--- config.mk ---
export PLATFORM = sky130hd
export DESIGN_NAME = osc_pwm
export DESIGN_NICKNAME = d
export VERILOG_FILES = /design/src/design/textvid_pkg.sv /design/src/design/osc_pwm.sv
export SDC_FILE = /design/constraint.sdc
export NUM_CORES = 1
export LEC_CHECK = 0
export BUFFER_PORTS_ARGS = -buffer_cell sky130_fd_sc_hd__buf_2
export CORE_AREA = 2 2 39 41
export CTS_CLUSTER_DIAMETER = 80
export DETAILED_ROUTE_END_ITERATION = 6
export DIE_AREA = 0 0 41 43
export GPL_TIMING_DRIVEN = 0
export HOLD_SLACK_MARGIN = 0.03
export SLEW_MARGIN = 10
export SYNTH_ARGS = -nofsm -noshare
export SYNTH_HDL_FRONTEND = slang
export SYNTH_SLANG_ARGS = --single-unit
export TNS_END_PERCENT = 50
--- constraint.sdc ---
create_clock -name fclk -period 3.66 [get_ports fclk]
set_input_delay 0.549 -clock fclk [delete_from_list [all_inputs] [get_ports fclk]]
set_output_delay 0.549 -clock fclk [all_outputs]
set_load 0.02 [all_outputs]
--- src/design/textvid_pkg.sv ---
`default_nettype none

package textvid_pkg;

    // ----------------------------
    // vector types
    typedef logic [7:0]  byte_t;
    typedef logic [18:0] flash_addr_t;
    typedef logic [9:0]  scr_addr_t;
    typedef logic [10:0] font_addr_t;
    typedef logic [8:0]  coord_t;
    // green, red, blue, two bits each
    typedef logic [5:0]  color_t;

    typedef enum logic [2:0] {
        IDLE_CMD,
        SHIFT_CMD,
        WAIT_DATA,
        SHIFT_DATA,
        COMMIT
    } spi_state_e;

    // ----------------------------
    // bundles between blocks
    typedef struct packed {
        logic       to_font;
        font_addr_t addr;
        byte_t      data;
    } scr_wr_s;

    typedef struct packed {
        flash_addr_t addr;
        byte_t       dout;
        logic        cs;
        logic        oe;
        logic        we;
    } flash_ctrl_s;

    typedef struct packed {
        logic       hblank;
        logic       vblank;
        logic       hsync;
        logic       vsync;
        logic       csync;
        logic [4:0] col;
        logic [4:0] row;
        logic [2:0] gline;
        logic [2:0] pix;
    } vid_pos_s;

    // ----------------------------
    // spi command codes
    localparam byte_t CMD_FLASH_LO   = 8'hf0;
    localparam byte_t CMD_FLASH_MID  = 8'hf1;
    localparam byte_t CMD_FLASH_HI   = 8'hf2;
    localparam byte_t CMD_FLASH_DATA = 8'hf3;
    localparam byte_t CMD_FLASH_CTRL = 8'hf4;
    localparam byte_t CMD_SCR_LO     = 8'h40;
    localparam byte_t CMD_SCR_HI     = 8'h41;
    localparam byte_t CMD_SCR_FILL   = 8'h43;
    localparam byte_t CMD_SCR_CHAR   = 8'h44;
    localparam byte_t CMD_FONT_LO    = 8'h48;
    localparam byte_t CMD_FONT_HI    = 8'h49;
    localparam byte_t CMD_FONT_DATA  = 8'h4a;
    localparam byte_t CMD_COVOX      = 8'hfb;

    // 448 x 312 raster
    localparam coord_t HMAX      = 9'd447;
    localparam coord_t HSYNC_END = 9'd33;
    localparam coord_t HBLNK_END = 9'd128;
    localparam coord_t HBLNK_BEG = 9'd384;
    localparam coord_t CSYNC_CUT = 9'd415;
    localparam coord_t VMAX      = 9'd311;
    localparam coord_t VSYNC_END = 9'd3;
    localparam coord_t VBLNK_END = 9'd64;
    localparam coord_t VBLNK_BEG = 9'd256;

    localparam color_t FG_COLOR    = 6'h3f;
    localparam color_t BG_COLOR    = 6'h01;
    localparam byte_t  COVOX_RESET = 8'h7f;

endpackage

`default_nettype wire
--- src/design/osc_pwm.sv ---
`timescale 1ns/10ps
`default_nettype none

module osc_pwm (
    input  wire                fclk,
    input  wire                rst,
    input  wire textvid_pkg::byte_t covox,
    output logic               pix_stb,
    output logic               clkz_out,
    output logic               beep
);
    import textvid_pkg::*;

    byte_t osc;

    // ----------------------------
    // free-running divider
    always_ff @(posedge fclk)
    begin
        if (rst)
        begin
            osc     <= '0;
            pix_stb <= 1'b0;
            beep    <= 1'b0;
        end
        else
        begin
            osc     <= osc + 1'b1;
            // one strobe every 4 clocks
            pix_stb <= (osc[1:0] == 2'b11);
            // duty of covox/256
            beep    <= (osc < covox);
        end
    end

    // fclk / 8
    assign clkz_out = osc[2];

endmodule

`default_nettype wire

Yosys cells after proc, flatten, opt, wreduce, memory -nomap -nowiden
Cells that the tools add are included.
{"block": "word_totals", "reg_bits": 10, "input_bits": 10, "wordCells": 6}
{"block": "op_classes", "magnitude_cmp": 1, "n_addsub": 1, "n_eq_ne": 1}
{"cell": "adder 8 x 1 -> 8 bit (second input constant)", "n": 1}
{"cell": "< comparator 8 bit", "n": 1}
{"cell": "equality test 2 bit (second input constant)", "n": 1}

Longest topological paths before layout
{"block": "depth", "depth_word": 1, "mapped_depth": 5}

Least setup slack after synthesis
Ideal clock, no wire load.
{"block": "synth_path", "path_kind": "input to register", "from": "in covox[3]", "to": "reg beep", "required_time_ns": 3.546, "path_stages": 5, "arrival_ns": 1.491, "setup_slack_ns": 2.054, "n_path_buf": 0, "path_cell_list": "inv_1 ha_1 a211oi_1 o21ai_0 a2111oi_0"}
{"block": "synth_between", "elab_chain_cells": 1}
{"item": "start: declaration", "line": "osc_pwm.sv:7", "rtl": "input wire textvid_pkg::byte_t covox,"}
{"item": "< comparator 8 bit", "line": "osc_pwm.sv:32", "rtl": "beep <= (osc < covox);"}
{"item": "end signal: assignment", "line": "osc_pwm.sv:32"}
{"item": "end: declaration", "line": "osc_pwm.sv:10", "rtl": "output logic beep"}
No other way between the ends.
A chain may end at the register's enable or synchronous reset.

Final worst setup path
{"block": "layout_path", "from": "reg osc[3]", "to": "reg beep"}
{"block": "layout_between", "elab_chain_cells": 1}
{"item": "start: declaration", "line": "osc_pwm.sv:14", "rtl": "byte_t osc;"}
{"item": "start signal: assignment", "line": "osc_pwm.sv:28", "rtl": "osc <= osc + 1'b1;"}
{"item": "< comparator 8 bit", "line": "osc_pwm.sv:32"}
No other way between the ends.

==> results by group <==
Outcome
  • Status: complete, no violations

Worst setup path
  • Critical path required time: 3800 ps
  • Critical path depth: 4
  • R2r worst-path depth: 4
  • Crit Path Max Fanout: 6
  • Critical path startpoint category: flip-flop
  • Crit end category: flip-flop
  • Crit-path cells: ha_1, a211oi_1, o21ai_0, a2111oi_0
  • Worst path max stage delay: 460 ps
  • CP top delay family: compound AO/OA/AOI/OAI gates
  • Crit Path Class: flip-flop to flip-flop
  • WP buf/inv: 0
  • Arrival time worst endpoint: 1740 ps
  • Slowest CP cell: dfxtp_1

Global routing
  • Largest net degree at the start of global routing: 11
  • Vias in the first global route: 400
  • GRT Total Usage: 13.5%
  • First-pass GRT wire length: 1570 µm
  • Congestion Overflow GR: 0
  • Initial antenna violation count: 0

Clocking
  • CTS Sinks: 10
  • CTS resizes: 0
  • Clock tree buffer depth: 2
  • Clk slew on worst S/H paths: 70 ps
  • Post-CTS setup buffer count: 0
  • CTS buffer count: 3
  • Clk Latency, worst-skew pair: 260 ps
  • Number of hold buffers added after cts: 0
  • Htree depth: 1
  • CTS tree: done
  • Root buffer cell: clkbuf_4

Routing
  • Vias per cell: 4.96
  • Post-route ant nets: 0
  • Initial DRC Count: 1
  • Via count: 441
  • Routed WL: 954 µm
  • WL per Instance: 10.7 µm
  • Detailed Routing Iterations Pass 1: 2
  • DRC viols: 0

Power
  • Pleak: 0.302 nW
  • Total power: 239 µW
  • Power Density: 372 mW/mm²
  • Worst VDD drop: 0.206 mV

Min path
  • HP Class: flip-flop to flip-flop
  • Min-Delay Path Depth: 1

Place
  • # port buffers: 11
  • Final estimated routing congestion in global placement: 0.736
  • Hpwl dp: 728 µm

Die
  • Die width: 41 µm
  • Initial core utilization: 38.3%
  • Cell row count: 14
  • Die area: 0.00176 mm²
  • I/O pins: 13
  • Floorplan core area: 0.00138 mm²
  • Die height: 43 µm

Logic synthesis
  • Synthesized area: 531 µm²
  • Synth cell types: 22
  • Synthesis Warnings: 0
  • Mapped Avg Cell Area: 9.15 µm²
  • Cells after synthesis: 58
  • Sequential fraction of the synthesis area: 37.7%
  • Number of synthesized register bits: 10
  • Synth Net Count: 76

STA
  • Tcrit/Tclk final: 43.7%
  • Fmax: 0.625 GHz
  • Final Hold Viols: 0
  • Setup TNS: 0 ps
  • # setup viols final: 0
  • Slew Viols, Final: 0
  • Setup repair after global routing missed its margin: false
  • Worst slew pin tran: 431 ps
  • Clk_skew: 3.51 ps
  • Slew margin rel.: 71.3%
  • Crit path time final: 1600 ps

Flow run
  • Max cap viols: 0

Finish
  • Nets: 92
  • Leading cell types in the layout, fill and taps excluded: buf_2, dfxtp_1, ha_1, inv_1
  • Commonest non-fill, non-tap cell in the layout: buf_2
  • N_diodes: 0
  • Share of cells above drive strength 1: 23.3%
  • Layout area overhead: 21.0%
==> synth_stat cells (all sizes together) <==
master | n | area [µm²]
clkbuf | 1 | 3.75
nand4 | 1 | 6.26
o2111a | 1 | 11.3
xnor2 | 1 | 8.76
or3 | 2 | 13.8
inv | 7 | 26.3
nor3b | 1 | 7.51
nand3 | 3 | 20.0
a211oi | 1 | 7.51
ha | 8 | 100
nor2b | 3 | 18.8
nor2 | 4 | 15.0
a21oi | 4 | 20.0
or4b | 1 | 10.0
o211ai | 1 | 7.51
a2111oi | 1 | 8.76
dfxtp | 10 | 200
nand2 | 2 | 7.51
xor2 | 2 | 17.5
o21ai | 4 | 20.0
==> worst paths after layout <==
kind                              from      to  slack (ps)
worst max register to register  osc[3]    beep        2060
worst min register to register  osc[0]  osc[0]         480
worst max-delay path            osc[3]    beep        2060
worst min-delay path            osc[0]  osc[0]         480
==> metal layers <==
layer | track usage (%) | wire length [µm] | vias up
li1 | - | - | 234
met1 | 15.7 | 447 | 191
met2 | 21.3 | 429 | 14
met3 | 4.71 | 67 | 2
met4 | 6.00 | 10 | 0
met5 | 0 | 0 | -
==> worst reg2reg max path: stages (launching register included) <==
cell       delay [ps]
dfxtp_1           460
ha_1              290
a211oi_1          220
o21ai_0           110
a2111oi_0         400
==> layout make-up <==
class	instances	area (µm²)
Sequential cell	10	200
Inverter	7	26.3
Fill cell	144	742
Multi-Input combinational cell	40	300
Buffer	1	3.75
Tap cell	16	20.0
Timing Repair Buffer	11	55.1
Clock buffer	4	36.3
==> registers in the layout (all words and copies together), names as in the netlist <==
| signal | count |
|---|---|
| osc | 8 |
| beep | 1 |
| pix_stb | 1 |
==> cell families after synthesis <==
logic type                 share of synthesized area, %
and+or+nand+nor                                    18.6
xor gates and xnor gates                           4.95
AOI/OAI and AO/OA                                  14.2
buffers and inverters                              5.66
adders and majority gates                          18.9
DFF                                                37.7
==> per-stage QoR <==
step | setup WS [ps] | area, µm² | hold WS [ps] | cells | util, %
floorplan | 2050 | 531 | 440 | 58 | -
global placement | 1870 | 606 | 462 | 85 | 43.8
detailed placement | 1860 | 606 | 465 | 85 | 43.8
CTS | 2060 | 642 | 482 | 89 | 46.4
global route | 1830 | 642 | 524 | 89 | 46.4
finish | 2060 | 642 | 476 | 89 | 46.4
==> power breakdown <==
part | internal (mW) | switching, mW | total [mW]
clock network | 0.0603 | 0.0388 | 0.0991
registers | 0.113 | 0.00363 | 0.116
logic | 0.0117 | 0.0118 | 0.0235
Power figures use the tool's default switching activity.
