File: config.mk
export PLATFORM = sky130hd
export DESIGN_NAME = video_timing
export DESIGN_NICKNAME = d
export VERILOG_FILES = /design/src/design/textvid_pkg.sv /design/src/design/video_timing.sv
export SDC_FILE = /design/constraint.sdc
export NUM_CORES = 1
export LEC_CHECK = 0
export BUFFER_PORTS_ARGS = -buffer_cell sky130_fd_sc_hd__buf_2
export CORE_ASPECT_RATIO = 1.75
export CORE_MARGIN = 3
export CORE_UTILIZATION = 30
export CTS_CLUSTER_DIAMETER = 200
export DETAILED_ROUTE_END_ITERATION = 12
export PLACE_DENSITY_LB_ADDON = 0.15
export SYNTH_ARGS = -nofsm -noshare
export SYNTH_HDL_FRONTEND = slang
export SYNTH_SLANG_ARGS = --single-unit
File: constraint.sdc
create_clock -name fclk -period 3.2 [get_ports fclk]
set_clock_uncertainty 0.2 [all_clocks]
set_input_delay 0.64 -clock fclk [delete_from_list [all_inputs] [get_ports fclk]]
set_output_delay 0.64 -clock fclk [all_outputs]
set_load 0.1 [all_outputs]
File: src/design/textvid_pkg.sv
`default_nettype none

package textvid_pkg;

    // ----------------------------
    // vector types
    typedef logic [7:0]  byte_t;
    typedef logic [18:0] flash_addr_t;
    typedef logic [9:0]  scr_addr_t;
    typedef logic [10:0] font_addr_t;
    typedef logic [8:0]  coord_t;
    // green, red, blue, two bits each
    typedef logic [5:0]  color_t;

    typedef enum logic [2:0] {
        IDLE_CMD,
        SHIFT_CMD,
        WAIT_DATA,
        SHIFT_DATA,
        COMMIT
    } spi_state_e;

    // ----------------------------
    // bundles between blocks
    typedef struct packed {
        logic       to_font;
        font_addr_t addr;
        byte_t      data;
    } scr_wr_s;

    typedef struct packed {
        flash_addr_t addr;
        byte_t       dout;
        logic        cs;
        logic        oe;
        logic        we;
    } flash_ctrl_s;

    typedef struct packed {
        logic       hblank;
        logic       vblank;
        logic       hsync;
        logic       vsync;
        logic       csync;
        logic [4:0] col;
        logic [4:0] row;
        logic [2:0] gline;
        logic [2:0] pix;
    } vid_pos_s;

    // ----------------------------
    // spi command codes
    localparam byte_t CMD_FLASH_LO   = 8'hf0;
    localparam byte_t CMD_FLASH_MID  = 8'hf1;
    localparam byte_t CMD_FLASH_HI   = 8'hf2;
    localparam byte_t CMD_FLASH_DATA = 8'hf3;
    localparam byte_t CMD_FLASH_CTRL = 8'hf4;
    localparam byte_t CMD_SCR_LO     = 8'h40;
    localparam byte_t CMD_SCR_HI     = 8'h41;
    localparam byte_t CMD_SCR_FILL   = 8'h43;
    localparam byte_t CMD_SCR_CHAR   = 8'h44;
    localparam byte_t CMD_FONT_LO    = 8'h48;
    localparam byte_t CMD_FONT_HI    = 8'h49;
    localparam byte_t CMD_FONT_DATA  = 8'h4a;
    localparam byte_t CMD_COVOX      = 8'hfb;

    // 448 x 312 raster
    localparam coord_t HMAX      = 9'd447;
    localparam coord_t HSYNC_END = 9'd33;
    localparam coord_t HBLNK_END = 9'd128;
    localparam coord_t HBLNK_BEG = 9'd384;
    localparam coord_t CSYNC_CUT = 9'd415;
    localparam coord_t VMAX      = 9'd311;
    localparam coord_t VSYNC_END = 9'd3;
    localparam coord_t VBLNK_END = 9'd64;
    localparam coord_t VBLNK_BEG = 9'd256;

    localparam color_t FG_COLOR    = 6'h3f;
    localparam color_t BG_COLOR    = 6'h01;
    localparam byte_t  COVOX_RESET = 8'h7f;

endpackage

`default_nettype wire
File: src/design/video_timing.sv
`timescale 1ns/10ps
`default_nettype none

module video_timing (
    input  wire                   fclk,
    input  wire                   rst,
    input  wire                   pix_stb,
    output textvid_pkg::vid_pos_s pos
);
    import textvid_pkg::*;

    coord_t     hcount;
    coord_t     vcount;
    logic       hblank;
    logic       vblank;
    logic       hsync;
    logic       vsync;
    logic       csync;
    logic [4:0] col;
    logic [2:0] pix;
    logic [4:0] row;
    logic [2:0] gline;

    // ----------------------------
    // horizontal
    always_ff @(posedge fclk)
    begin
        if (rst)
        begin
            hcount <= '0;
            hblank <= 1'b1;
            hsync  <= 1'b1;
            csync  <= 1'b1;
            col    <= '0;
            pix    <= '0;
        end
        else if (pix_stb)
        begin
            if (hcount == HMAX)
                hcount <= '0;
            else
                hcount <= hcount + 1'b1;

            if (hcount == HBLNK_BEG)
                hblank <= 1'b1;
            else if (hcount == HBLNK_END)
                hblank <= 1'b0;

            // csync stays up through the line during vsync, cut before next line
            if (hcount == '0)
            begin
                hsync <= 1'b1;
                csync <= 1'b1;
            end
            else if (hcount == HSYNC_END)
            begin
                hsync <= 1'b0;
                if (!vsync)
                    csync <= 1'b0;
            end
            else if (hcount == CSYNC_CUT)
                csync <= 1'b0;

            if (hcount == HBLNK_END)
            begin
                pix <= '0;
                col <= '0;
            end
            else
            begin
                pix <= pix + 1'b1;
                if (pix == 3'd7)
                    col <= col + 1'b1;
            end
        end
    end

    // ----------------------------
    // vertical, steps with the line start
    always_ff @(posedge fclk)
    begin
        if (rst)
        begin
            vcount <= '0;
            vblank <= 1'b1;
            vsync  <= 1'b1;
            row    <= '0;
            gline  <= '0;
        end
        else if (pix_stb && hcount == '0)
        begin
            if (vcount == VMAX)
                vcount <= '0;
            else
                vcount <= vcount + 1'b1;

            if (vcount == VBLNK_BEG)
                vblank <= 1'b1;
            else if (vcount == VBLNK_END)
                vblank <= 1'b0;

            if (vcount == '0)
                vsync <= 1'b1;
            else if (vcount == VSYNC_END)
                vsync <= 1'b0;

            if (vcount == VBLNK_END)
            begin
                gline <= '0;
                row   <= '0;
            end
            else
            begin
                gline <= gline + 1'b1;
                if (gline == 3'd7)
                    row <= row + 1'b1;
            end
        end
    end

    assign pos = '{hblank: hblank, vblank: vblank, hsync: hsync, vsync: vsync,
                   csync: csync, col: col, row: row, gline: gline, pix: pix};

    a_hcount_range: assert property (@(posedge fclk) disable iff (rst) hcount <= HMAX);

endmodule

`default_nettype wire

Word level (Yosys, flattened, before mapping)
Cells that the tools add are included.
- register bits: 39
- bits of input ports: 3
- output and inout bits: 21
- logic and storage cells: 66
- $add $sub $neg: 6
- eq/ne operators: 12
- muxes and demuxes: 20
- reduce and logical (&&, ||, !) cells: 17
- operator list (kind ; number):
    $eq 9x9->1 const B ; 5
    $mux 5 ; 4
    $add 9x1->9 const B ; 2
    $logic_not 9->1 ; 2
    $mux 9 ; 2
    $mux 1 ; 12
    $reduce_and 2->1 ; 6
    $reduce_bool 2->1 ; 6
    $add 5x1->5 const B ; 2
    $eq 9x2->1 const B ; 1
    $eq 9x6->1 const B ; 1
    $eq 9x7->1 const B ; 1
    $eq 9x8->1 const B ; 1
    $add 3x1->3 const B ; 2
    $eq 3x3->1 const B ; 2
    $mux 3 ; 2
    $ne 3x2->1 const B ; 1
    $reduce_and 3->1 ; 1
    $reduce_bool 3->1 ; 1
    $logic_and 1x1->1 ; 1

Longest topological paths before layout
Gate-level depths: netlist of the first run.
- word-level depth: 4
- mapped depth: 7
- mapped depth without buffers: 6

Worst setup path after synthesis of the first run
OpenSTA, ideal clock, no wires.
- path type: register to register
- from: register pix[0]
- to: register col[3]
- setup time: 0.067 ns
- arrival time: 2.096 ns
- required time: 2.933 ns
- setup slack: 0.837 ns
- cell stages (with the launch flop): 8
- path buffers: 1
- clock period less this slack: 2.363 ns
- path through: dfxtp_1 > ha_1 > ha_1 > and2_1 > clkbuf_1 > nand4_1 > xor2_1 > nor2_1
- longest elaborated chain between the ends: 3
- ends and longest elaborated chain (item ; line ; source):
    from (decl) ; video_timing.sv:20 ; logic [2:0] pix;
    from (signal assigned) ; video_timing.sv:71 ; pix <= pix + 1'b1;
    $eq 3x3->1 ; video_timing.sv:72 ; if (pix == 3'd7)
    $reduce_bool 2->1 (no line) ; n/a ;
    $reduce_and 2->1 (no line) ; n/a ;
    to (signal assigned) ; video_timing.sv:73 ; col <= col + 1'b1;
    to (decl) ; video_timing.sv:19 ; logic [4:0] col;
Every way passes these cells.
A chain may end at the register's enable or synchronous reset.

Final worst setup path of the first run
- from: input port pix_stb
- to: register vcount[8]
- longest elaborated chain between the ends: 1
- ends and longest elaborated chain (item ; line ; source):
    from (decl) ; video_timing.sv:7 ; input wire pix_stb,
    $logic_and 1x1->1 ; video_timing.sv:90 ; else if (pix_stb && hcount == '0)
    to (signal assigned) ; video_timing.sv:95 ; vcount <= vcount + 1'b1;
    to (decl) ; video_timing.sv:13 ; coord_t vcount;
Every way passes these cells.

==> results of run 1 <==
logic make-up (layout without fill, tap and decap cells):
logic type | after synthesis | in the layout | share of synthesized area (%)
simple gates | 103 | 103 | 29.3
compound gates | 41 | 41 | 12.0
flops | 39 | 39 | 38.5
buf+inv | 21 | 39 | 5.19
xor+xnor | 13 | 13 | 5.62
fa+ha+maj | 11 | 11 | 6.79
mux | 5 | 5 | 2.47
state kept, by name, indices dropped and copies added, names as in the netlist:
| signal | flops |
|---|---|
| hsync | 1 |
| row | 5 |
| csync | 1 |
| hcount | 9 |
| col | 5 |
| pix | 3 |
| gline | 3 |
| vcount | 9 |
| vsync | 1 |
| vblank | 1 |
| hblank | 1 |
routing by layer:
metal	track usage (%)	part of all wire, %	vias up
met5	0	0	-
met4	6.11	2.5	0
li1	-	-	868
met2	25.1	55	32
met1	15.0	39	812
met3	3.73	3.5	10
cell type report:
| class | instances | area share, % |
|---|---|---|
| Multi-Input combinational cell | 173 | 48.9 |
| Sequential cell | 39 | 33.5 |
| Clock buffer | 8 | 6.71 |
| Timing Repair Buffer | 25 | 5.58 |
| Tap cell | 82 | 4.40 |
| Inverter | 6 | 0.966 |
critical path: cells and delay by family:
family / cells / cell delay, ps
and+or+nand+nor: 3 / 1280
buffers and inverters: 1 / 240
AOI/OAI and AO/OA: 1 / 80
power groups by stage:
stage / Sequential (mW) / Clock [mW] / Combinational (mW)
after floorplan: 0.553 / 0 / 0.0650
after detailed placement: 0.518 / 0 / 0.127
after global routing: 0.510 / 0.555 / 0.139
after CTS: 0.507 / 0.545 / 0.127
after global placement: 0.518 / 0 / 0.126
final: 0.507 / 0.523 / 0.125
through the flow:
stage	util [%]	worst slack, ps	power (mW)
5_1_grt	35.7	771	1.20
3_5_place_dp	33.3	660	0.646
3_3_place_gp	33.3	730	0.644
2_1_floorplan	-	837	0.619
4_1_cts	35.7	956	1.18
6_report	35.7	962	1.16
worst max path at each step:
stage,from,endpoint,cells after the start
floorplan,pix[0],col[3],7
global route,pix_stb,vcount[8],5
CTS,pix_stb,vcount[8],5
global placement,pix_stb,vcount[6],5
detailed placement,pix_stb,vcount[8],5
finish,pix_stb,vcount[8],5
cell usage in the layout (no fill, tap or decap), drive strengths merged, types with 3 or more instances in the layout:
| cell | instances |
|---|---|
| a21oi | 18 |
| inv | 6 |
| nand4b | 7 |
| nand4 | 9 |
| nand2 | 23 |
| nor2 | 23 |
| mux2i | 5 |
| dfxtp | 39 |
| clkbuf | 8 |
| buf | 25 |
| nand3 | 14 |
| o21ai | 9 |
| ha | 11 |
| xor2 | 7 |
| a31oi | 3 |
| and4 | 3 |
| xnor2 | 6 |
| and3 | 4 |
| nor3 | 4 |
==> metrics.cfg, run 1 <==
[synth]
synth.distinct_cells=43
yosysTopAreaCell=dfxtp_1
synthCells=233
synth.avg_cell_area_um2=8.69
seq_area_frac_synth_pct=38.5
synth_edf_count=0
synth_nets=247
ys_warn_count=0
syn_area_mm2=0.00203
ys.flop_type=dfxtp_1
yosys-top-cells-area=dfxtp_1 39%, ha_1 6.8%, a21oi_1 4.4%, nand2_1 4.3%, nor2_1 4.3%
yosys_register_bits=39
synthArstFlopShare_pct=0
synth_top_area_share_pct=38.5
netlist_top_cells_count=39 x dfxtp_1, 23 x nand2_1, 23 x nor2_1
yosysMostFrequentCell=dfxtp_1

[timing]
period_needed_ps=2240
slew_viol_final=0
fmax_mhz=447
setup_violations=0
tns_ps=0
worst_slew_pin_slew_ps=541
maxSlewHeadroom_pct=63.8
period_share_pct=69.9
hold_violations=0
holdWs_ps=271
rsz0062_at_grt=no

[setup_path]
r2r_setup_slack_ps=1040
cp_cell_sequence=buf_2 -> nor3b_1 -> nand4b_2 -> or4_1 -> o21ai_0
crit_path_max_incr_delay_ps=570
r2r-start=hcount[8]
ff2ff_path_depth=4
crit_slowest_cell=or4_1
critPathKind=in2reg
cp-end-kind=register
worstPathArrival_ps=2250
worstReg2RegEnd=vcount[8]
cp.required_ps=3210
startpoint_type=input pin
critPathMaxFanout=13

[detailed_routing]
vias=1722
vias_per_cell=5.17
drt_first_pass_iters=4
wl_um=4870
drc=0
ant_nets=0
drtIter0Drc=88
drt-wirelength-per-cell_um=14.6

[cts]
clkTransAtPathRegs_ps=60
cts_max_level=2
clock_path_buffers=2
cts_root_buf=clkbuf_16
cts_tree=done
postCtsSetupRepairBufs=0
cts_made_buffers=5
post_cts_resized=0
clk_latency_ps=280
ctsHoldBuffers=0
clock-sinks=39

[placement]
dpl.cell_count=325
port_buffers=23
dp_hpwl_um=3590
gp_congestion=0.785
place_area_mm2=0.00218

[final_layout]
stdcell_count=333
drive_above_1_share_pct=15.1
area_growth_pct=15.1
stdcell_area_mm2=0.00233
multi_input_area_mm2=0.00114
fill_cells=715
fin_nets=264
seqCellArea_um2=781
diodes=0

[global_routing]
antenna_found_initial=0
grt_pass1_wl_um=8200
grt_use_total_pct=14.1
grt_pass1_vias=1639
grt_max_degree=21
grt-ovfl-total=0

[power]
p_per_area_mw_per_mm2=496
netSwitchingPower_mw=0.296
p_leak_nw=0.918
seq_power_share_pct=43.9
p_sw_share_pct=25.6
pwr-share-comb_pct=10.9
vdd_drop_max_mv=0.283
internal_power_mw=0.859
p_clk_share_pct=45.2

[hold_path]
min-delay-start=gline[1]
hold_depth=2
hold_class=reg2reg
hold_end=gline[1]

[floorplan]
die_area_mm2=0.00781
core_region_area_mm2=0.00654
die_x_um=68.1
num_rows=39
initial_core_util_pct=31.0
io_pins=24
dieHeight_um=115

[flow_run]
maxCapViolCount=0

[outcome]
status=finished clean

(Power assumes the default switching activity.)
==> run 2: changes to the inputs <==
==> constraint.sdc (replaced) <==
create_clock -name fclk -period 1.9 [get_ports fclk]
set_clock_uncertainty 0.2 [all_clocks]
set_input_delay 0.38 -clock fclk [delete_from_list [all_inputs] [get_ports fclk]]
set_output_delay 0.38 -clock fclk [all_outputs]
set_load 0.1 [all_outputs]
==> metrics.cfg, run 2 (same netlist as run 1, synthesis figures left out) <==
[global_routing]
grt_pass1_vias=1820
grt_util_met2_pct=27.4
top_usage_layer=met2
grt_max_degree=14
grt_pass1_wl_um=8690
use_met3_pct=3.24
grt_use_total_pct=15.0
antenna_found_initial=0
grt-ovfl-total=0
gr-usage-met1_pct=14.9

[detailed_routing]
drt-wirelength-per-cell_um=15.0
ant_nets=0
vias_per_cell=5.09
wl_um=5350
drc=0
drt_first_pass_iters=4
vias=1817
drtIter0Drc=83

[setup_path]
cp-end-kind=register
r2r_setup_slack_ps=90
startpoint=vcount[1]
worstReg2RegEnd=vcount[8]
endpoint=vcount[8]
crit_slowest_cell=or4_1
startpoint_type=register
critPathKind=reg2reg
worstPathArrival_ps=1820
ff2ff_path_depth=5
r2r-start=vcount[1]
critPathMaxFanout=5
cp.required_ps=1910
cp_cell_sequence=ha_2 -> and3_1 -> nand4_1 -> or4_1 -> o21ai_0
crit_path_max_incr_delay_ps=410

[cts]
clock_path_buffers=2
cts_max_level=2
ctsHoldBuffers=0
cts_made_buffers=5
post_cts_resized=0
clkTransAtPathRegs_ps=60
postCtsSetupRepairBufs=0
cts_tree=done
clk_latency_ps=290
cts_root_buf=clkbuf_16
clock-sinks=39

[timing]
fmax_mhz=552
worst_slew_pin_slew_ps=489
hold_violations=0
timing.final.ws_setup_ps=89.1
period_needed_ps=1810
maxSlewHeadroom_pct=67.6
setup_violations=0
slew_viol_final=0
period_share_pct=95.3
rsz0062_at_grt=yes

[floorplan]
initial_core_util_pct=31.0
die_area_mm2=0.00781
io_pins=24
core_region_area_mm2=0.00654
num_rows=39
die_x_um=68.1
dieHeight_um=115

[final_layout]
final_cell_mix=29 x dfxtp_1, 24 x buf_4, 23 x nor2_1, 23 x nand2_1, 23 x buf_2
diodes=0
final_core_util_pct=39.4
top_regs=hcount: 9 flops, vcount: 9 flops
layout_commonest_cell=dfxtp_1
fin_nets=288
drive_above_1_share_pct=27.3
area_growth_pct=27.2

[placement]
gp_congestion=0.781
place_ws_ps=40.4
dp_hpwl_um=4120
port_buffers=23

[power]
vdd_drop_max_mv=0.728
p_leak_nw=1.06
p_per_area_mw_per_mm2=815
p_total_mw=2.10

[hold_path]
min-delay-start=rst
hold_class=in2reg

[flow_run]
maxCapViolCount=0

[outcome]
status=finished clean

run 2: cell count changes in the layout (fill, tap and decap cells not counted), moves of 4 or more:
cell     before  now
buf_4         2   24
dfxtp_4       0    4
dfxtp_1      39   29
dfxtp_2       0    6
run 2: layout make-up:
type,instances,area [um2]
Fill cell,705,3960
Multi-Input combinational cell,173,1150
Sequential cell,39,803
Timing Repair Buffer,49,327
Clock buffer,6,139
Tap cell,82,103
Clock inverter,2,35.0
Inverter,6,22.5
run 2: worst min path at each step:
stage	slack, ps	depth (start not counted)	end
2_1_floorplan	240	2	hsync
5_1_grt	220	2	hcount[4]
3_3_place_gp	250	2	gline[2]
4_1_cts	180	2	hcount[8]
6_report	180	2	hcount[8]
3_5_place_dp	270	2	gline[1]
run 2: metal layers:
layer	routed length [um]	vias to the layer above
met2	2960	34
li1	-	921
met3	169	12
met4	216	0
met5	0	-
met1	2000	850
run 2: power breakdown:
group	internal (mW)	total (mW)	leakage (nW)	switching [mW]
Combinational	0.0944	0.267	0.650	0.173
Sequential	0.836	0.851	0.321	0.0149
Clock	0.652	0.982	0.0868	0.329
Total	1.58	2.10	1.06	0.517
run 2: worst max-delay path, delay by kind of cell (launching register included):
family | cells | cell delay (ps)
adder cells (fa/ha/maj) | 1 | 270
AND/OR/NAND/NOR | 3 | 800
AO/OA/AOI/OAI | 1 | 80
flip-flops | 1 | 390
run 2: metrics by stage:
| step | instances | hold WS [ps] | setup TNS, ps | instance area (um2) |
|---|---|---|---|---|
| detailed placement | 349 | 271 | 0 | 2390 |
| global route | 357 | 217 | -20.7 | 2580 |
| finish | 357 | 180 | 0 | 2580 |
| floorplan | 233 | 242 | 0 | 2050 |
| CTS | 357 | 185 | 0 | 2560 |
| global placement | 349 | 249 | 0 | 2390 |
