File: config.mk
export PLATFORM = sky130hd
export DESIGN_NAME = spi_cmd_fsm
export DESIGN_NICKNAME = d
export VERILOG_FILES = /design/src/design/textvid_pkg.sv /design/src/design/spi_cmd_fsm.sv
export SDC_FILE = /design/constraint.sdc
export NUM_CORES = 1
export LEC_CHECK = 0
export BUFFER_PORTS_ARGS = -buffer_cell sky130_fd_sc_hd__buf_2
export CORE_AREA = 4 4 128 130
export DETAILED_ROUTE_END_ITERATION = 7
export DIE_AREA = 0 0 132 134
export GPL_TIMING_DRIVEN = 0
export SYNTH_ARGS = -nofsm -noshare
export SYNTH_HDL_FRONTEND = slang
export SYNTH_SLANG_ARGS = --single-unit
File: constraint.sdc
create_clock -name fclk -period 3.35 [get_ports fclk]
set_input_delay 0.335 -clock fclk [delete_from_list [all_inputs] [get_ports fclk]]
set_output_delay 0.335 -clock fclk [all_outputs]
set_load 0.02 [all_outputs]
File: src/design/textvid_pkg.sv
`default_nettype none

package textvid_pkg;

    // ----------------------------
    // vector types
    typedef logic [7:0]  byte_t;
    typedef logic [18:0] flash_addr_t;
    typedef logic [9:0]  scr_addr_t;
    typedef logic [10:0] font_addr_t;
    typedef logic [8:0]  coord_t;
    // green, red, blue, two bits each
    typedef logic [5:0]  color_t;

    typedef enum logic [2:0] {
        IDLE_CMD,
        SHIFT_CMD,
        WAIT_DATA,
        SHIFT_DATA,
        COMMIT
    } spi_state_e;

    // ----------------------------
    // bundles between blocks
    typedef struct packed {
        logic       to_font;
        font_addr_t addr;
        byte_t      data;
    } scr_wr_s;

    typedef struct packed {
        flash_addr_t addr;
        byte_t       dout;
        logic        cs;
        logic        oe;
        logic        we;
    } flash_ctrl_s;

    typedef struct packed {
        logic       hblank;
        logic       vblank;
        logic       hsync;
        logic       vsync;
        logic       csync;
        logic [4:0] col;
        logic [4:0] row;
        logic [2:0] gline;
        logic [2:0] pix;
    } vid_pos_s;

    // ----------------------------
    // spi command codes
    localparam byte_t CMD_FLASH_LO   = 8'hf0;
    localparam byte_t CMD_FLASH_MID  = 8'hf1;
    localparam byte_t CMD_FLASH_HI   = 8'hf2;
    localparam byte_t CMD_FLASH_DATA = 8'hf3;
    localparam byte_t CMD_FLASH_CTRL = 8'hf4;
    localparam byte_t CMD_SCR_LO     = 8'h40;
    localparam byte_t CMD_SCR_HI     = 8'h41;
    localparam byte_t CMD_SCR_FILL   = 8'h43;
    localparam byte_t CMD_SCR_CHAR   = 8'h44;
    localparam byte_t CMD_FONT_LO    = 8'h48;
    localparam byte_t CMD_FONT_HI    = 8'h49;
    localparam byte_t CMD_FONT_DATA  = 8'h4a;
    localparam byte_t CMD_COVOX      = 8'hfb;

    // 448 x 312 raster
    localparam coord_t HMAX      = 9'd447;
    localparam coord_t HSYNC_END = 9'd33;
    localparam coord_t HBLNK_END = 9'd128;
    localparam coord_t HBLNK_BEG = 9'd384;
    localparam coord_t CSYNC_CUT = 9'd415;
    localparam coord_t VMAX      = 9'd311;
    localparam coord_t VSYNC_END = 9'd3;
    localparam coord_t VBLNK_END = 9'd64;
    localparam coord_t VBLNK_BEG = 9'd256;

    localparam color_t FG_COLOR    = 6'h3f;
    localparam color_t BG_COLOR    = 6'h01;
    localparam byte_t  COVOX_RESET = 8'h7f;

endpackage

`default_nettype wire
File: src/design/spi_cmd_fsm.sv
`timescale 1ns/10ps
`default_nettype none

module spi_cmd_fsm (
    input  wire                      fclk,
    input  wire                      rst,
    input  wire                      spics_n,
    input  wire                      spick,
    input  wire                      spido,
    input  wire textvid_pkg::byte_t  flash_d_in,
    output logic                     spidi,
    output textvid_pkg::scr_wr_s     scr_wr,
    output logic                     scr_wr_valid,
    output textvid_pkg::flash_ctrl_s flash,
    output textvid_pkg::byte_t       covox
);
    import textvid_pkg::*;

    logic [2:0]  cs_sr;
    logic [2:0]  ck_sr;
    logic [1:0]  do_sr;
    logic        cs_rise;
    logic        cs_fall;
    logic        ck_rise;
    logic        ck_fall;
    spi_state_e  state;
    byte_t       cmd_sr;
    byte_t       data_sr;
    byte_t       out_sr;
    scr_addr_t   scr_addr;
    font_addr_t  font_addr;
    logic        scr_inc;
    logic        font_inc;
    flash_addr_t flash_addr;
    byte_t       flash_dout;
    logic        flash_cs;
    logic        flash_oe;
    logic        flash_we;

    // ----------------------------
    // two-flop sync plus one for edges
    always_ff @(posedge fclk)
    begin
        if (rst)
        begin
            cs_sr <= 3'b111;
            ck_sr <= 3'b000;
            do_sr <= 2'b00;
        end
        else
        begin
            cs_sr <= {cs_sr[1:0], spics_n};
            ck_sr <= {ck_sr[1:0], spick};
            do_sr <= {do_sr[0], spido};
        end
    end

    assign cs_rise = cs_sr[1] & ~cs_sr[2];
    assign cs_fall = ~cs_sr[1] & cs_sr[2];
    assign ck_rise = ck_sr[1] & ~ck_sr[2];
    assign ck_fall = ~ck_sr[1] & ck_sr[2];

    always_ff @(posedge fclk)
    begin
        if (rst)
            state <= IDLE_CMD;
        else
        begin
            case (state)
                IDLE_CMD, SHIFT_CMD:
                    if (cs_fall)
                        state <= WAIT_DATA;
                    else if (ck_rise)
                        state <= SHIFT_CMD;
                WAIT_DATA, SHIFT_DATA:
                    if (cs_rise)
                        state <= COMMIT;
                    else if (ck_rise)
                        state <= SHIFT_DATA;
                default:
                    state <= ck_rise ? SHIFT_CMD : IDLE_CMD;
            endcase
        end
    end

    // ----------------------------
    // bit shifters, MSB first both ways
    always_ff @(posedge fclk)
    begin
        if (rst)
        begin
            cmd_sr <= 8'h00;
            out_sr <= 8'hff;
        end
        else
        begin
            if (ck_rise && cs_sr[1])
                cmd_sr <= {cmd_sr[6:0], do_sr[1]};
            if (cs_fall)
                out_sr <= (cmd_sr == CMD_FLASH_DATA) ? flash_d_in : 8'hff;
            else if (ck_fall && !cs_sr[1])
                out_sr <= {out_sr[6:0], 1'b1};
        end
    end

    always_ff @(posedge fclk)
    begin
        if (ck_rise && !cs_sr[1])
            data_sr <= {data_sr[6:0], do_sr[1]};
    end

    assign spidi = out_sr[7];

    // ----------------------------
    // register writes at commit
    always_ff @(posedge fclk)
    begin
        if (rst)
        begin
            flash_cs     <= 1'b0;
            flash_oe     <= 1'b0;
            flash_we     <= 1'b0;
            covox        <= COVOX_RESET;
            scr_addr     <= '0;
            font_addr    <= '0;
            scr_inc      <= 1'b0;
            font_inc     <= 1'b0;
            scr_wr_valid <= 1'b0;
        end
        else
        begin
            scr_wr_valid <= 1'b0;
            // step past the cell or glyph row just written
            if (cs_fall)
            begin
                if (scr_inc)
                    scr_addr <= scr_addr + 1'b1;
                if (font_inc)
                    font_addr <= font_addr + 1'b1;
                scr_inc  <= 1'b0;
                font_inc <= 1'b0;
            end
            if (state == COMMIT)
            begin
                case (cmd_sr)
                    CMD_FLASH_CTRL:
                    begin
                        flash_cs <= data_sr[0];
                        flash_oe <= data_sr[1];
                        flash_we <= data_sr[2];
                    end
                    CMD_SCR_LO:    scr_addr[7:0] <= data_sr;
                    CMD_SCR_HI:    scr_addr[9:8] <= data_sr[1:0];
                    CMD_SCR_FILL:  scr_inc <= 1'b1;
                    CMD_SCR_CHAR:
                    begin
                        scr_wr_valid <= 1'b1;
                        scr_inc      <= 1'b1;
                    end
                    CMD_FONT_LO:   font_addr[7:0] <= data_sr;
                    CMD_FONT_HI:   font_addr[10:8] <= data_sr[2:0];
                    CMD_FONT_DATA:
                    begin
                        scr_wr_valid <= 1'b1;
                        font_inc     <= 1'b1;
                    end
                    CMD_COVOX:     covox <= data_sr;
                    default:       ;
                endcase
            end
        end
    end

    always_ff @(posedge fclk)
    begin
        if (state == COMMIT)
        begin
            scr_wr.to_font <= (cmd_sr == CMD_FONT_DATA);
            scr_wr.addr    <= (cmd_sr == CMD_FONT_DATA) ? font_addr : font_addr_t'(scr_addr);
            scr_wr.data    <= data_sr;
            case (cmd_sr)
                CMD_FLASH_LO:   flash_addr[7:0] <= data_sr;
                CMD_FLASH_MID:  flash_addr[15:8] <= data_sr;
                CMD_FLASH_HI:   flash_addr[18:16] <= data_sr[2:0];
                CMD_FLASH_DATA: flash_dout <= data_sr;
                default:        ;
            endcase
        end
    end

    assign flash = '{addr: flash_addr, dout: flash_dout, cs: flash_cs, oe: flash_oe, we: flash_we};

    // one write per transfer
    a_single_write: assert property (@(posedge fclk) disable iff (rst)
        scr_wr_valid |=> !scr_wr_valid);

    // commit only once chip select is back high
    a_commit_cs_high: assert property (@(posedge fclk) disable iff (rst)
        (state == COMMIT) |-> cs_sr[1]);

endmodule

`default_nettype wire

# Word level (Yosys, flattened, before mapping)
# Index checks and enable logic that the tools add are counted.
# totals
in_bits	13
regBits	117
output_inout_bits	60
# classes
n_eq_ne	19
bitwise	9
add_sub_neg	2
n_mux	27
n_reduce_logical	18
# ops
cell	n
8-bit by 7-bit == test with 1-bit output, second input constant	7
8-bit == test, second input constant	6
10-bit two-way mux	4
8-bit two-way mux	5
11-bit two-way mux	3
3-bit two-way mux	5
2-bit AND reduction	7
11-bit by 1-bit adder with 11-bit output, second input constant	1
10-bit by 1-bit adder with 10-bit output, second input constant	1
2-bit OR reduction	5
1-bit two-way mux	8
3-bit by 2-bit == test with 1-bit output, second input constant	2
3-bit != test, second input constant	2
3-bit case mux with 2 select lines	1
1-bit NOT	5
1-bit bitwise AND	4
3-bit by 1-bit == test with 1-bit output, second input constant	1
3-bit == test, second input constant	1
1-bit logical AND	3
3-bit zero test	1
2-bit two-way mux	1
2-bit nonzero test	1
1-bit zero test	1

# Logic depth before layout (Yosys ltp)
# Gate-level depths: netlist of run 1.
# logic_depth
depth_word	5
mapped_depth	6

# Worst setup path before layout of run 1
# Ideal clock, no wire load.
# synth_path
path_type	register to register
start	register state[2]
end	register scr_addr[6]
required_ps	3216
n_path_buf	1
arrival_time_ps	1989
path_slack_ps	1227
stages_incl_launch_ff	7
synth_period_minus_slack_ps	2123
cell_sequence	dfxtp_1 -> or3b_4 -> inv_1 -> nand4_1 -> buf_2 -> nor2_1 -> a211oi_1
# synth_via
elab_chain_len	2
# synth_lines
item	line	source
start: declaration	spi_cmd_fsm.sv:26	spi_state_e state;
start signal: assignment	spi_cmd_fsm.sv:81	state <= ck_rise ? SHIFT_CMD : IDLE_CMD;
3-bit == test	spi_cmd_fsm.sv:143	if (state == COMMIT)
10-bit two-way mux	spi_cmd_fsm.sv:143	
end signal: assignment	spi_cmd_fsm.sv:137	scr_addr <= scr_addr + 1'b1;
end signal: assignment	spi_cmd_fsm.sv:152	CMD_SCR_LO: scr_addr[7:0] <= data_sr;
end: declaration	spi_cmd_fsm.sv:30	scr_addr_t scr_addr;
# No other way between the ends.
# A chain may end at the register's enable or synchronous reset.

# Worst setup path after layout of run 1
# layout_path
start	register state[2]
end	register scr_addr[0]
# The elaborated chain is that of the path after synthesis.

==> results.env, run 1 <==
OUTCOME='completed'
TIMING.HOLD.WORST.CLASS='input pin to flop'
BEGINNING_OF_THE_WORST_REGISTER_TO_REGISTER_PATH='state[2]'
DRT_WL_TOTAL_UM=10600
DRCVIOLATIONCOUNT=0
TIGHTESTPINTRANSITION_PS=1330
FIRST_PASS_GRT_WIRE_LENGTH_UM=16900
TIMING.SETUP.TNS_PS=0
CRIT_PATH_END_KIND='flop'
NUMPLACEDINSTANCES=633
USE_MET3_PCT=4.99
DIE_W_UM=132
DISTINCT_CELLS_SYNTH=41
YS_WARN_COUNT=0
ANTENNA_CELLS=0
GRT.MET1_USAGE_PCT=15.4
SLOWEST_STAGE='inv_1'
CRIT_CHAIN='or3b_4 > inv_1 > nand4_1 > buf_2 > a211oi_1'
TRACK_USAGE_PCT=12.4
MET2_USAGE_PCT=18.9
MAX_SLEW_VIOLATION_COUNT=0
UNREPAIRED_SETUP_ENDPOINTS_AFTER_GLOBAL_ROUTING='no'
PLACEABLE_AREA_UM2=15100
AREA_OF_THE_DIE_UM2=17700
SETUP_SLACK_PS=487
FINALWORSTPATHREQUIREDPERIOD_PS=2860
CRIT_REQUIRED_PS=3660
WORST_HOLD_STARTPOINT='spics_n'
COMMONEST_CELLS_AFTER_ROUTING_FILL_AND_TAPS_ASIDE='buf_2, dfxtp_1, edfxtp_1, nor2_1, nand2_1'
POST_CTS_BUFFERS=0
SLEW_HEADROOM_PCT=10.6
GRT_MAX_DEGREE=26
SETUP.WORST_PATH.CLASS='flop to flop'
DRT_FIRST_PASS_ITERS=4
TIMING.CRITICAL_PATH.MAX_DELAY_FAMILY='buffers and inverters'
GR-MAX-USAGE-LAYER='met2'
GRT_OVERFLOW=0
WORSTSETUPSTARTPOINTTYPE='flop'
GRT_ANTENNA_BEFORE_REPAIR=0
CAP_VIOL_MAX_COUNT=0
POST_LAYOUT_NONFILLER_INSTANCES=665
NUM_IO_PINS=73
CTS_BUFFER_DEPTH=2
CTS_HOLD_BUF=0
DESIGN.FINAL.NETS=479
P_LEAK_nW=2.10
CTS_RESIZED=0
SYNTHCELLS=374
SYNTH_AREA_UM2=4540
IO_BUFFERS=71
POWER_PER_CELL_AREA_nW_PER_UM2=604
ARRIVAL_PS=3170
DRT-WIRELENGTH-PER-CELL_UM=15.9
CTS_NUM_SINKS=117
START_UTIL_PCT=30.0
LAYOUT_WORST_PATH_CYCLE_SHARE_PCT=85.5
LAYOUT_COMMONEST_CELL='buf_2'
YS_SEQ_ELEMENTS=117
HOLD-WORST-SLACK_PS=111
SYN_AVG_CELL_AREA_UM2=12.1
TOTALPOWERFINAL_mW=3.47
AREAGROWTHSYNTHTOFINISH_PCT=26.8
WORSTPATHMAXFANOUT=25
FINALHOLDVIOLATIONS=0
DRIVE_GT1_SHARE_PCT=25.8
CP_NUM_BUF_INV=2
PROPORTION_OF_SYNTHESIZED_CHIP_AREA_IN_SEQUENTIAL_CELLS_PCT=63.8
PLACEMENTROWS=45
CTS_TREE='done'
HTREE_LEVELS=4
CLOCK_SKEW_PS=7.01
ROUTE.VIAS.TOTAL=3217
DRT-VIAS-PER-INSTANCE=4.84
CTS_MADE_BUFFERS=17
DETAILEDPLACE.WORSTSLACK_PS=538
CRITPATHMAXSTAGEDELAY_PS=730
WORST_SKEW_PAIR.LATE_LATENCY_PS=410
DP.FINAL_HPWL_UM=7160
CLK_TRANSITION_REPORTED_PATHS_PS=50
CLOCKROOTBUFFER='clkbuf_16'
FINAL-SETUP-VIOL-COUNT=0
DRT_FIRST_ITER_VIOLATIONS=161
SYNTH_FP_NETS=389
CP-STARTPOINT='state[2]'
DIE-HEIGHT_UM=134
FIRST_GLOBAL_VIAS=3158
MAX_FREQ_MHz=349
FINALWEIGHTEDCONGESTION=0.805
PEAKVDDDROP_V=0.000377
ROUTE.ANTENNA.REMAINING_NETS=0
## per-stage QoR
stage	area [um2]	utilization (%)
global placement	5130	33.9
finish	5750	38.0
floorplan	4540	-
CTS	5750	38.0
detailed placement	5130	33.9
global route	5750	38.0
## worst paths after layout
check	endpoint	slack, ps	depth (start not counted)
worst min register to register	cs_sr[1]	410	1
worst max register to register	scr_addr[0]	490	5
worst max-delay path	scr_addr[0]	490	5
worst min-delay path	cs_sr[0]	110	2
## kinds of logic (layout without fill, tap and decap cells)
group / count (synthesis) / after routing / synth area share [%]
compound gates: 50 / 50 / 8.16
xor+xnor: 19 / 19 / 3.67
fa+ha+maj: 3 / 3 / 0.772
buf+inv: 28 / 131 / 2.81
flops: 117 / 117 / 63.8
mux: 24 / 24 / 5.57
simple gates: 133 / 133 / 15.3
## sequential cells by signal, indices dropped and copies added, names as in the netlist
name	count
ck_sr	3
scr_wr	20
flash_addr	19
cs_sr	3
flash_cs	1
covox	8
flash_dout	8
out_sr	8
data_sr	8
scr_inc	1
font_addr	11
state	3
cmd_sr	8
font_inc	1
do_sr	2
scr_addr	10
flash_oe	1
flash_we	1
scr_wr_valid	1
## routing by layer
metal  part of all wire [%]  wire length [um]  up-vias
met2                     46              4890       94
met1                     46              4810     1568
met3                    6.1               640       16
li1                       -                 -     1539
met4                    2.1               227        0
met5                      0                 0        -
## area by class of cell
| type | count | area, um2 |
|---|---|---|
| fillers | 1465 | 9390 |
| repair buffers | 71 | 355 |
| clock buffers | 21 | 440 |
| clock inverters | 11 | 184 |
| plain buffers | 20 | 97.6 |
| flip-flops and latches | 117 | 2890 |
| well taps | 188 | 235 |
| multi-input cells | 229 | 1520 |
| inverters | 8 | 30.0 |
## report_power, final
group	switching (mW)	internal [mW]
Combinational	0.0282	0.0189
Clock	0.609	1.31
Sequential	0.00873	1.50
## cell usage after synthesis
| master | number | share of area, % |
|---|---|---|
| nor4_1 | 5 | 0.69 |
| a21o_1 | 1 | 0.17 |
| buf_6 | 1 | 0.25 |
| buf_4 | 3 | 0.50 |
| and3_1 | 2 | 0.28 |
| nor2b_1 | 17 | 2.3 |
| nand2_1 | 23 | 1.9 |
| nor3_2 | 1 | 0.22 |
| mux2_2 | 10 | 2.5 |
| xor2_1 | 4 | 0.77 |
| nand4b_1 | 2 | 0.39 |
| nor2_1 | 45 | 3.7 |
| nand4_1 | 7 | 0.97 |
| or4b_1 | 1 | 0.22 |
| a221oi_1 | 8 | 1.5 |
| or4_1 | 1 | 0.17 |
| o21bai_1 | 1 | 0.17 |
| nor4b_2 | 1 | 0.33 |
| maj3_1 | 1 | 0.22 |
| a2bb2oi_1 | 1 | 0.19 |
| or3b_4 | 1 | 0.25 |
| nand3b_1 | 2 | 0.33 |
| dfxtp_1 | 62 | 27 |
| mux2i_1 | 14 | 3.1 |
| a21oi_1 | 1 | 0.11 |
| inv_1 | 8 | 0.66 |
| nor3b_1 | 2 | 0.33 |
| a211o_1 | 7 | 1.4 |
| nor4_4 | 1 | 0.47 |
| or2_2 | 5 | 0.69 |
| edfxtp_1 | 55 | 36 |
| clkbuf_1 | 13 | 1.1 |
| buf_2 | 3 | 0.33 |
| nand3_1 | 5 | 0.55 |
| xnor2_1 | 15 | 2.9 |
| nor3_1 | 9 | 0.99 |
| a211oi_1 | 22 | 3.6 |
| ha_1 | 2 | 0.55 |
| o21ai_1 | 1 | 0.11 |
| o21ai_0 | 8 | 0.88 |
| nand2b_1 | 3 | 0.41 |
Note: power is estimated with default switching activity, not from simulation.
==> inputs of run 2 (changes only) <==
- MAX_ROUTING_LAYER: not set -> met4
==> run 2 against run 1 <==
Effect of this change: sequential cell count unchanged; die area unchanged; wire length up 0.77%; first-iteration DRC count up 3.1%; critical path depth unchanged; largest cell class unchanged.
==> results.env, run 2 (synthesis gave the netlist of run 1 again) <==
OUTCOME='completed'
DRCVIOLATIONCOUNT=0  # unchanged
P_LEAK_nW=2.10  # unchanged
CTS_NUM_SINKS=117  # unchanged
P_COMB_SHARE_PCT=1.4  # about the same
CRIT_PATH_END_KIND='flop'
SLOWEST_STAGE='inv_1'
MAX_FREQ_MHz=348  # -0.30%
PLACEMENTROWS=45  # unchanged
POST_CTS_BUFFERS=0  # unchanged
CTS_MADE_BUFFERS=17  # unchanged
HTREE_LEVELS=4  # unchanged
FINALWEIGHTEDCONGESTION=0.816  # +1.5%
ANTENNA_CELLS=0  # unchanged
TRACK_USAGE_PCT=12.8  # +0.33 points
CTS_TREE='done'
WORSTPATHMAXFANOUT=25  # unchanged
DRT_FIRST_ITER_VIOLATIONS=166  # +3.1%
CAP_VIOL_MAX_COUNT=0  # unchanged
DRT_WL_TOTAL_UM=10700  # +0.77%
REGISTERS.TOP_BY_FF_COUNT='scr_wr'
DRT-WIRELENGTH-PER-CELL_UM=16.0  # +0.77%
DESIGN.FINAL.NETS=479  # unchanged
TIMING.HOLD.WORST.CLASS='input pin to flop'
ROUTE.ANTENNA.REMAINING_NETS=0  # unchanged
SLEW_HEADROOM_PCT=11.2  # +0.67 points
IO_BUFFERS=71  # unchanged
DIE_W_UM=132  # unchanged
CLOCKROOTBUFFER='clkbuf_16'
SETUP.WORST_PATH.CLASS='flop to flop'
TIMING.SETUP.TNS_PS=0  # unchanged
NUM_IO_PINS=73  # unchanged
FINALWORSTPATHREQUIREDPERIOD_PS=2870  # +8.55 ps
WORST_SKEW_PAIR.LATE_LATENCY_PS=410  # about the same
REGISTERS_WITH_THE_MOST_FLIP_FLOPS='scr_wr (20), flash_addr (19), font_addr (11)'
ARRIVAL_PS=3180  # about the same
CTS_BUFFER_DEPTH=2  # unchanged
POWER_FRAC_CLOCK_PCT=55.3  # about the same
LAYOUT_WORST_PATH_CYCLE_SHARE_PCT=85.7  # +0.26 points
MAX_SLEW_VIOLATION_COUNT=0  # unchanged
TIGHTESTPINTRANSITION_PS=1320  # -9.93 ps
FINALHOLDVIOLATIONS=0  # unchanged
SEQUENTIAL_CELL_AREA_UM2=2890  # unchanged
CLK_TRANSITION_REPORTED_PATHS_PS=50  # about the same
PLACEABLE_AREA_UM2=15100  # unchanged
AREAGROWTHSYNTHTOFINISH_PCT=26.8  # unchanged
SETUP_SLACK_PS=478  # -8.55 ps
POWER.SEQUENTIAL.FRACTION_PCT=43.4  # about the same
CRIT_CHAIN='or3b_4 > inv_1 > nand4_1 > buf_2 > a211oi_1'
FINAL-SETUP-VIOL-COUNT=0  # unchanged
AREA_OF_THE_DIE_UM2=17700  # unchanged
CELL_INTERNAL_PWR_mW=2.83  # about the same
DRT-VIAS-PER-INSTANCE=4.86  # +0.37%
COMMONEST_CELLS_AFTER_ROUTING_FILL_AND_TAPS_ASIDE='buf_2, dfxtp_1, edfxtp_1, nor2_1, nand2_1'
DP.FINAL_HPWL_UM=7160  # unchanged
LARGEST_REGISTER_FF_COUNT=20  # unchanged
DRT_FIRST_PASS_ITERS=4  # unchanged
CRIT_REQUIRED_PS=3660  # about the same
GRT_ANTENNA_BEFORE_REPAIR=0  # unchanged
CRITPATHMAXSTAGEDELAY_PS=730  # about the same
FIRST_GLOBAL_VIAS=3161  # +0.095%
FIRST_PASS_GRT_WIRE_LENGTH_UM=16900  # -0.16%
POWER_PER_CELL_AREA_nW_PER_UM2=604  # about the same
CLOCK_SKEW_PS=11.3  # +4.33 ps
TOTALPOWERFINAL_mW=3.47  # about the same
GRT_MAX_DEGREE=26  # unchanged
START_UTIL_PCT=30.0  # unchanged
PEAKVDDDROP_V=0.000375  # -0.62%
DIE-HEIGHT_UM=134  # unchanged
P_SW_SHARE_PCT=18.6  # about the same
UNREPAIRED_SETUP_ENDPOINTS_AFTER_GLOBAL_ROUTING='no'
FILL_CELLS=1465  # unchanged
GRT_OVERFLOW=0  # unchanged
DRIVE_GT1_SHARE_PCT=25.8  # unchanged
LAYOUT_COMMONEST_CELL='buf_2'
CTS_HOLD_BUF=0  # unchanged
DETAILEDPLACE.WORSTSLACK_PS=538  # unchanged
AREA_OCCUPIED_BY_MULTI_INPUT_GATES_UM2=1520  # unchanged
R2R_SLACK_PS=480  # about the same
CTS_RESIZED=0  # unchanged
ROUTE.VIAS.TOTAL=3229  # +0.37%
NET-SWITCHING-POWER_uW=645  # about the same
WORSTSETUPSTARTPOINTTYPE='flop'
==> run 2: cell counts in the layout (fill, tap and decap cells not counted) <==
Identical to the previous run, type by type.
==> run 2: stage by stage <==
| step | util [%] | cell area (um2) | hold WS, ps | std cells |
|---|---|---|---|---|
| after detailed placement | 33.9 | 5130 | 397 | 633 |
| after global routing | 38.0 | 5750 | 103 | 665 |
| after global placement | 33.9 | 5130 | 396 | 633 |
| after CTS | 38.0 | 5750 | 91.5 | 665 |
| final | 38.0 | 5750 | 113 | 665 |
| after floorplan | - | 4540 | 389 | 374 |
==> run 2: cell type report <==
class,count,share of cell area [%]
flip-flops and latches,117,50.3
multi-input cells,229,26.4
clock buffers,21,7.66
repair buffers,71,6.18
well taps,188,4.09
clock inverters,11,3.20
plain buffers,20,1.70
inverters,8,0.522
==> run 2: worst max-delay path: cells and delay by family (launching register included) <==
kind,cells,cell delay (ps)
and+or+nand+nor,2,1010
buffers and inverters,2,1100
DFF,1,390
AOI/OAI and AO/OA,1,260
==> run 2: power by group through the flow <==
stage | sequential, mW | combinational, mW | clock (mW)
3_5_place_dp | 1.54 | 0.0477 | 0
2_1_floorplan | 1.53 | 0.0301 | 0
6_report | 1.51 | 0.0474 | 1.92
3_3_place_gp | 1.53 | 0.0465 | 0
5_1_grt | 1.51 | 0.0529 | 2.04
4_1_cts | 1.51 | 0.0480 | 1.95
==> run 2: path summary, 6_finish.rpt <==
path,endpoint,startpoint,cells past startpoint
worst min-delay path,cs_sr[0],spics_n,2
worst max register to register,scr_addr[0],state[2],5
worst max-delay path,scr_addr[0],state[2],5
worst min register to register,cs_sr[1],cs_sr[0],1
==> run 2: routing by layer <==
layer	vias up	share of wire, %	track usage (%)
li1	1540	-	-
met1	1573	46	15.4
met2	106	46	18.9
met3	10	6.1	5.18
met4	0	1.4	5.60
met5	-	0	-
==> inputs of run 3 (changes only) <==
- BUFFER_PORTS_ARGS: -buffer_cell sky130_fd_sc_hd__buf_2 -> -buffer_cell sky130_fd_sc_hd__buf_4
- clock period: 3.35 -> 2.46 ns (I/O delays scaled with it)
==> run 3 against run 2 <==
Effect of this change: clock-buffer cell count is 3 lower; register-to-register slack lost 330 ps; cell count rose by 0.15%; sequential share of layout area decreased by 1.1 points; largest cell class unchanged; clock power grew 22%; non-clock buffer count unchanged; critical path depth is 3 lower; maximum frequency is 24% higher; combinational power increased by 48%; worst hold slack got worse by 95 ps.
==> results.env, run 3 (synthesis gave the netlist of run 1 again) <==
ANTENNA_CELLS=0  # unchanged
REGISTERS_WITH_THE_MOST_FLIP_FLOPS='scr_wr (20), flash_addr (19), font_addr (11)'
CTS_MADE_BUFFERS=17  # unchanged
WORST_SKEW_PAIR.LATE_LATENCY_PS=410  # about the same
FINALHOLDVIOLATIONS=0  # unchanged
BEGINNING_OF_THE_WORST_REGISTER_TO_REGISTER_PATH='state[2]'
POWER_PER_CELL_AREA_nW_PER_UM2=759  # +26%
CLK_TRANSITION_REPORTED_PATHS_PS=50  # about the same
DP.FINAL_HPWL_UM=7200  # +0.60%
CP_NUM_BUF_INV=0  # -2
START_UTIL_PCT=30.0  # unchanged
WORSTSETUPSTARTPOINTTYPE='flop'
NUM_IO_PINS=73  # unchanged
FILL_CELLS=1429  # -2.5%
TRACK_USAGE_PCT=12.6  # -0.18 points
GRT_OVERFLOW=0  # unchanged
CRIT-REG2REG-CAPTURE='flash_dout[3]'
SETUP_SLACK_PS=147  # -332 ps
WORSTPATHMAXFANOUT=8  # -68%
CTS_BUFFER_DEPTH=2  # unchanged
AREA_OCCUPIED_BY_MULTI_INPUT_GATES_UM2=1520  # +0.33%
POST_CTS_BUFFERS=0  # unchanged
DESIGN.FINAL.NETS=480  # +0.21%
PLACEMENTROWS=45  # unchanged
DRCVIOLATIONCOUNT=0  # unchanged
DIE_W_UM=132  # unchanged
DRT_WL_TOTAL_UM=10500  # -1.2%
DETAILEDPLACE.WORSTSLACK_PS=-349  # -887 ps
FINAL-SETUP-VIOL-COUNT=0  # unchanged
DRT-VIAS-PER-INSTANCE=4.80  # -1.1%
LARGEST_REGISTER_FF_COUNT=20  # unchanged
DRT-WIRELENGTH-PER-CELL_UM=15.8  # -1.3%
DRT_FIRST_ITER_VIOLATIONS=187  # +13%
GRT_ANTENNA_BEFORE_REPAIR=0  # unchanged
DRIVE_GT1_SHARE_PCT=26.8  # +0.99 points
TIMING.CRITICAL_PATH.TO='flash_dout[3]'
CTS_HOLD_BUF=0  # unchanged
AREAGROWTHSYNTHTOFINISH_PCT=29.7
DRT_FIRST_PASS_ITERS=4  # unchanged
CTS_NUM_SINKS=117  # unchanged
SEQUENTIAL_CELL_AREA_UM2=2890  # unchanged
CAP_VIOL_MAX_COUNT=0  # unchanged
ROUTE.ANTENNA.REMAINING_NETS=0  # unchanged
CRIT_REQUIRED_PS=2480  # -1180 ps
SLOWEST_STAGE='nor3_1'
CRIT_PATH_END_KIND='flop'
SLEW_HEADROOM_PCT=11.9  # +0.67 points
CRIT_CHAIN='or3b_4 > nor3_1'
IO_BUFFERS=71  # unchanged
DIE-HEIGHT_UM=134  # unchanged
FINALWEIGHTEDCONGESTION=0.833  # +2.0%
AREA_OF_THE_DIE_UM2=17700  # unchanged
CLOCKROOTBUFFER='clkbuf_16'
WORST-R2R-CELL-COUNT=2  # -3
TIMING.CRITICAL_PATH.MAX_DELAY_FAMILY='simple AND/OR/NAND/NOR gates'
GRT_MAX_DEGREE=26  # unchanged
REGISTERS.TOP_BY_FF_COUNT='scr_wr'
CRITICAL_PATH_CELL_COUNT=2  # -3
TOTALPOWERFINAL_mW=4.46  # +29%
CP-STARTPOINT='state[2]'
PLACEABLE_AREA_UM2=15100  # unchanged
UNREPAIRED_SETUP_ENDPOINTS_AFTER_GLOBAL_ROUTING='no'
LAYOUT_WORST_PATH_CYCLE_SHARE_PCT=94.0  # +8.3 points
LAYOUT_COMMONEST_CELL='buf_4'
FIRST_GLOBAL_VIAS=3181  # +0.63%
TIGHTESTPINTRANSITION_PS=1310  # -9.96 ps
ROUTE.VIAS.TOTAL=3199  # -0.93%
CRITPATHMAXSTAGEDELAY_PS=1070  # +340 ps
PEAKVDDDROP_V=0.000465  # +24%
MAX_FREQ_MHz=432  # +24%
P_LEAK_nW=2.12  # +0.96%
FIRST_PASS_GRT_WIRE_LENGTH_UM=16700  # -0.98%
CTS_TREE='done'
ARRIVAL_PS=2330  # -850 ps
SETUP.WORST_PATH.CLASS='flop to flop'
TIMING.HOLD.WORST.CLASS='input pin to flop'
CLOCK_SKEW_PS=6.17  # -5.17 ps
OUTCOME='completed'
COMMONEST_CELLS_AFTER_ROUTING_FILL_AND_TAPS_ASIDE='buf_4, dfxtp_1, edfxtp_1, nor2_1, nand2_1'
MAX_SLEW_VIOLATION_COUNT=0  # unchanged
HTREE_LEVELS=4  # unchanged
R2R_SLACK_PS=150  # -330 ps
FINALWORSTPATHREQUIREDPERIOD_PS=2310  # -558 ps
==> run 3: cell types whose count changed in the layout (fill, tap and decap cells not counted), sizes merged <==
cell	before	now
bufinv	5	2
clkbuf	34	31
clkinv	5	6
clkinvlp	1	7
==> run 3: cell type report <==
type,count,area share (%)
clock buffers,18,7.29
repair buffers,71,9.06
well taps,188,4.00
inverters,8,0.574
repair inverters,1,0.0851
clock inverters,14,2.32
multi-input cells,229,25.9
flip-flops and latches,117,49.2
plain buffers,20,1.66
==> run 3: report_power, final <==
| group | total [mW] | internal [mW] | switching (mW) | leakage (nW) |
|---|---|---|---|---|
| logic | 0.0703 | 0.0313 | 0.0390 | 0.856 |
| registers | 2.05 | 2.04 | 0.0116 | 1.00 |
| clock network | 2.34 | 1.47 | 0.868 | 0.261 |
| total | 4.46 | 3.54 | 0.919 | 2.12 |
==> run 3: what timing repair did <==
item,4_1_cts,5_1_grt
pin swaps,0,1
gates cloned,0,1
endpoints found under the setup margin,16,8
gates resized for setup,2,0
==> run 3: worst min path at each step <==
stage	startpoint	endpoint	slack (ps)	cells past startpoint
finish	spics_n	cs_sr[0]	20	2
global route	spics_n	cs_sr[0]	0.8	2
CTS	spics_n	cs_sr[0]	0.8	2
detailed placement	cs_sr[0]	cs_sr[1]	390	1
global placement	cs_sr[0]	cs_sr[1]	390	1
floorplan	spics_n	cs_sr[0]	350	1
==> run 3: worst reg2reg max path, stage by stage (launching register included) <==
cell and delay, ps:
dfxtp_1 370, or3b_4 480, nor3_1 1070
==> run 3: metrics by stage <==
step | util, % | std cells | cell area [um2] | TNS, ps | hold WS, ps
global placement | 35.0 | 633 | 5310 | -3370 | 394
detailed placement | 35.0 | 633 | 5310 | -4700 | 395
finish | 38.9 | 666 | 5880 | 0 | 17.6
floorplan | - | 374 | 4540 | 0 | 350
CTS | 38.8 | 665 | 5880 | 0 | 0.837
global route | 38.9 | 666 | 5880 | 0 | 0.821
==> run 3: layer usage <==
metal  routed length [um]  GRT usage, %
met1                 4960          15.2
met2                 4760          18.7
met5                    0             -
met3                  644          5.36
met4                  157          4.78
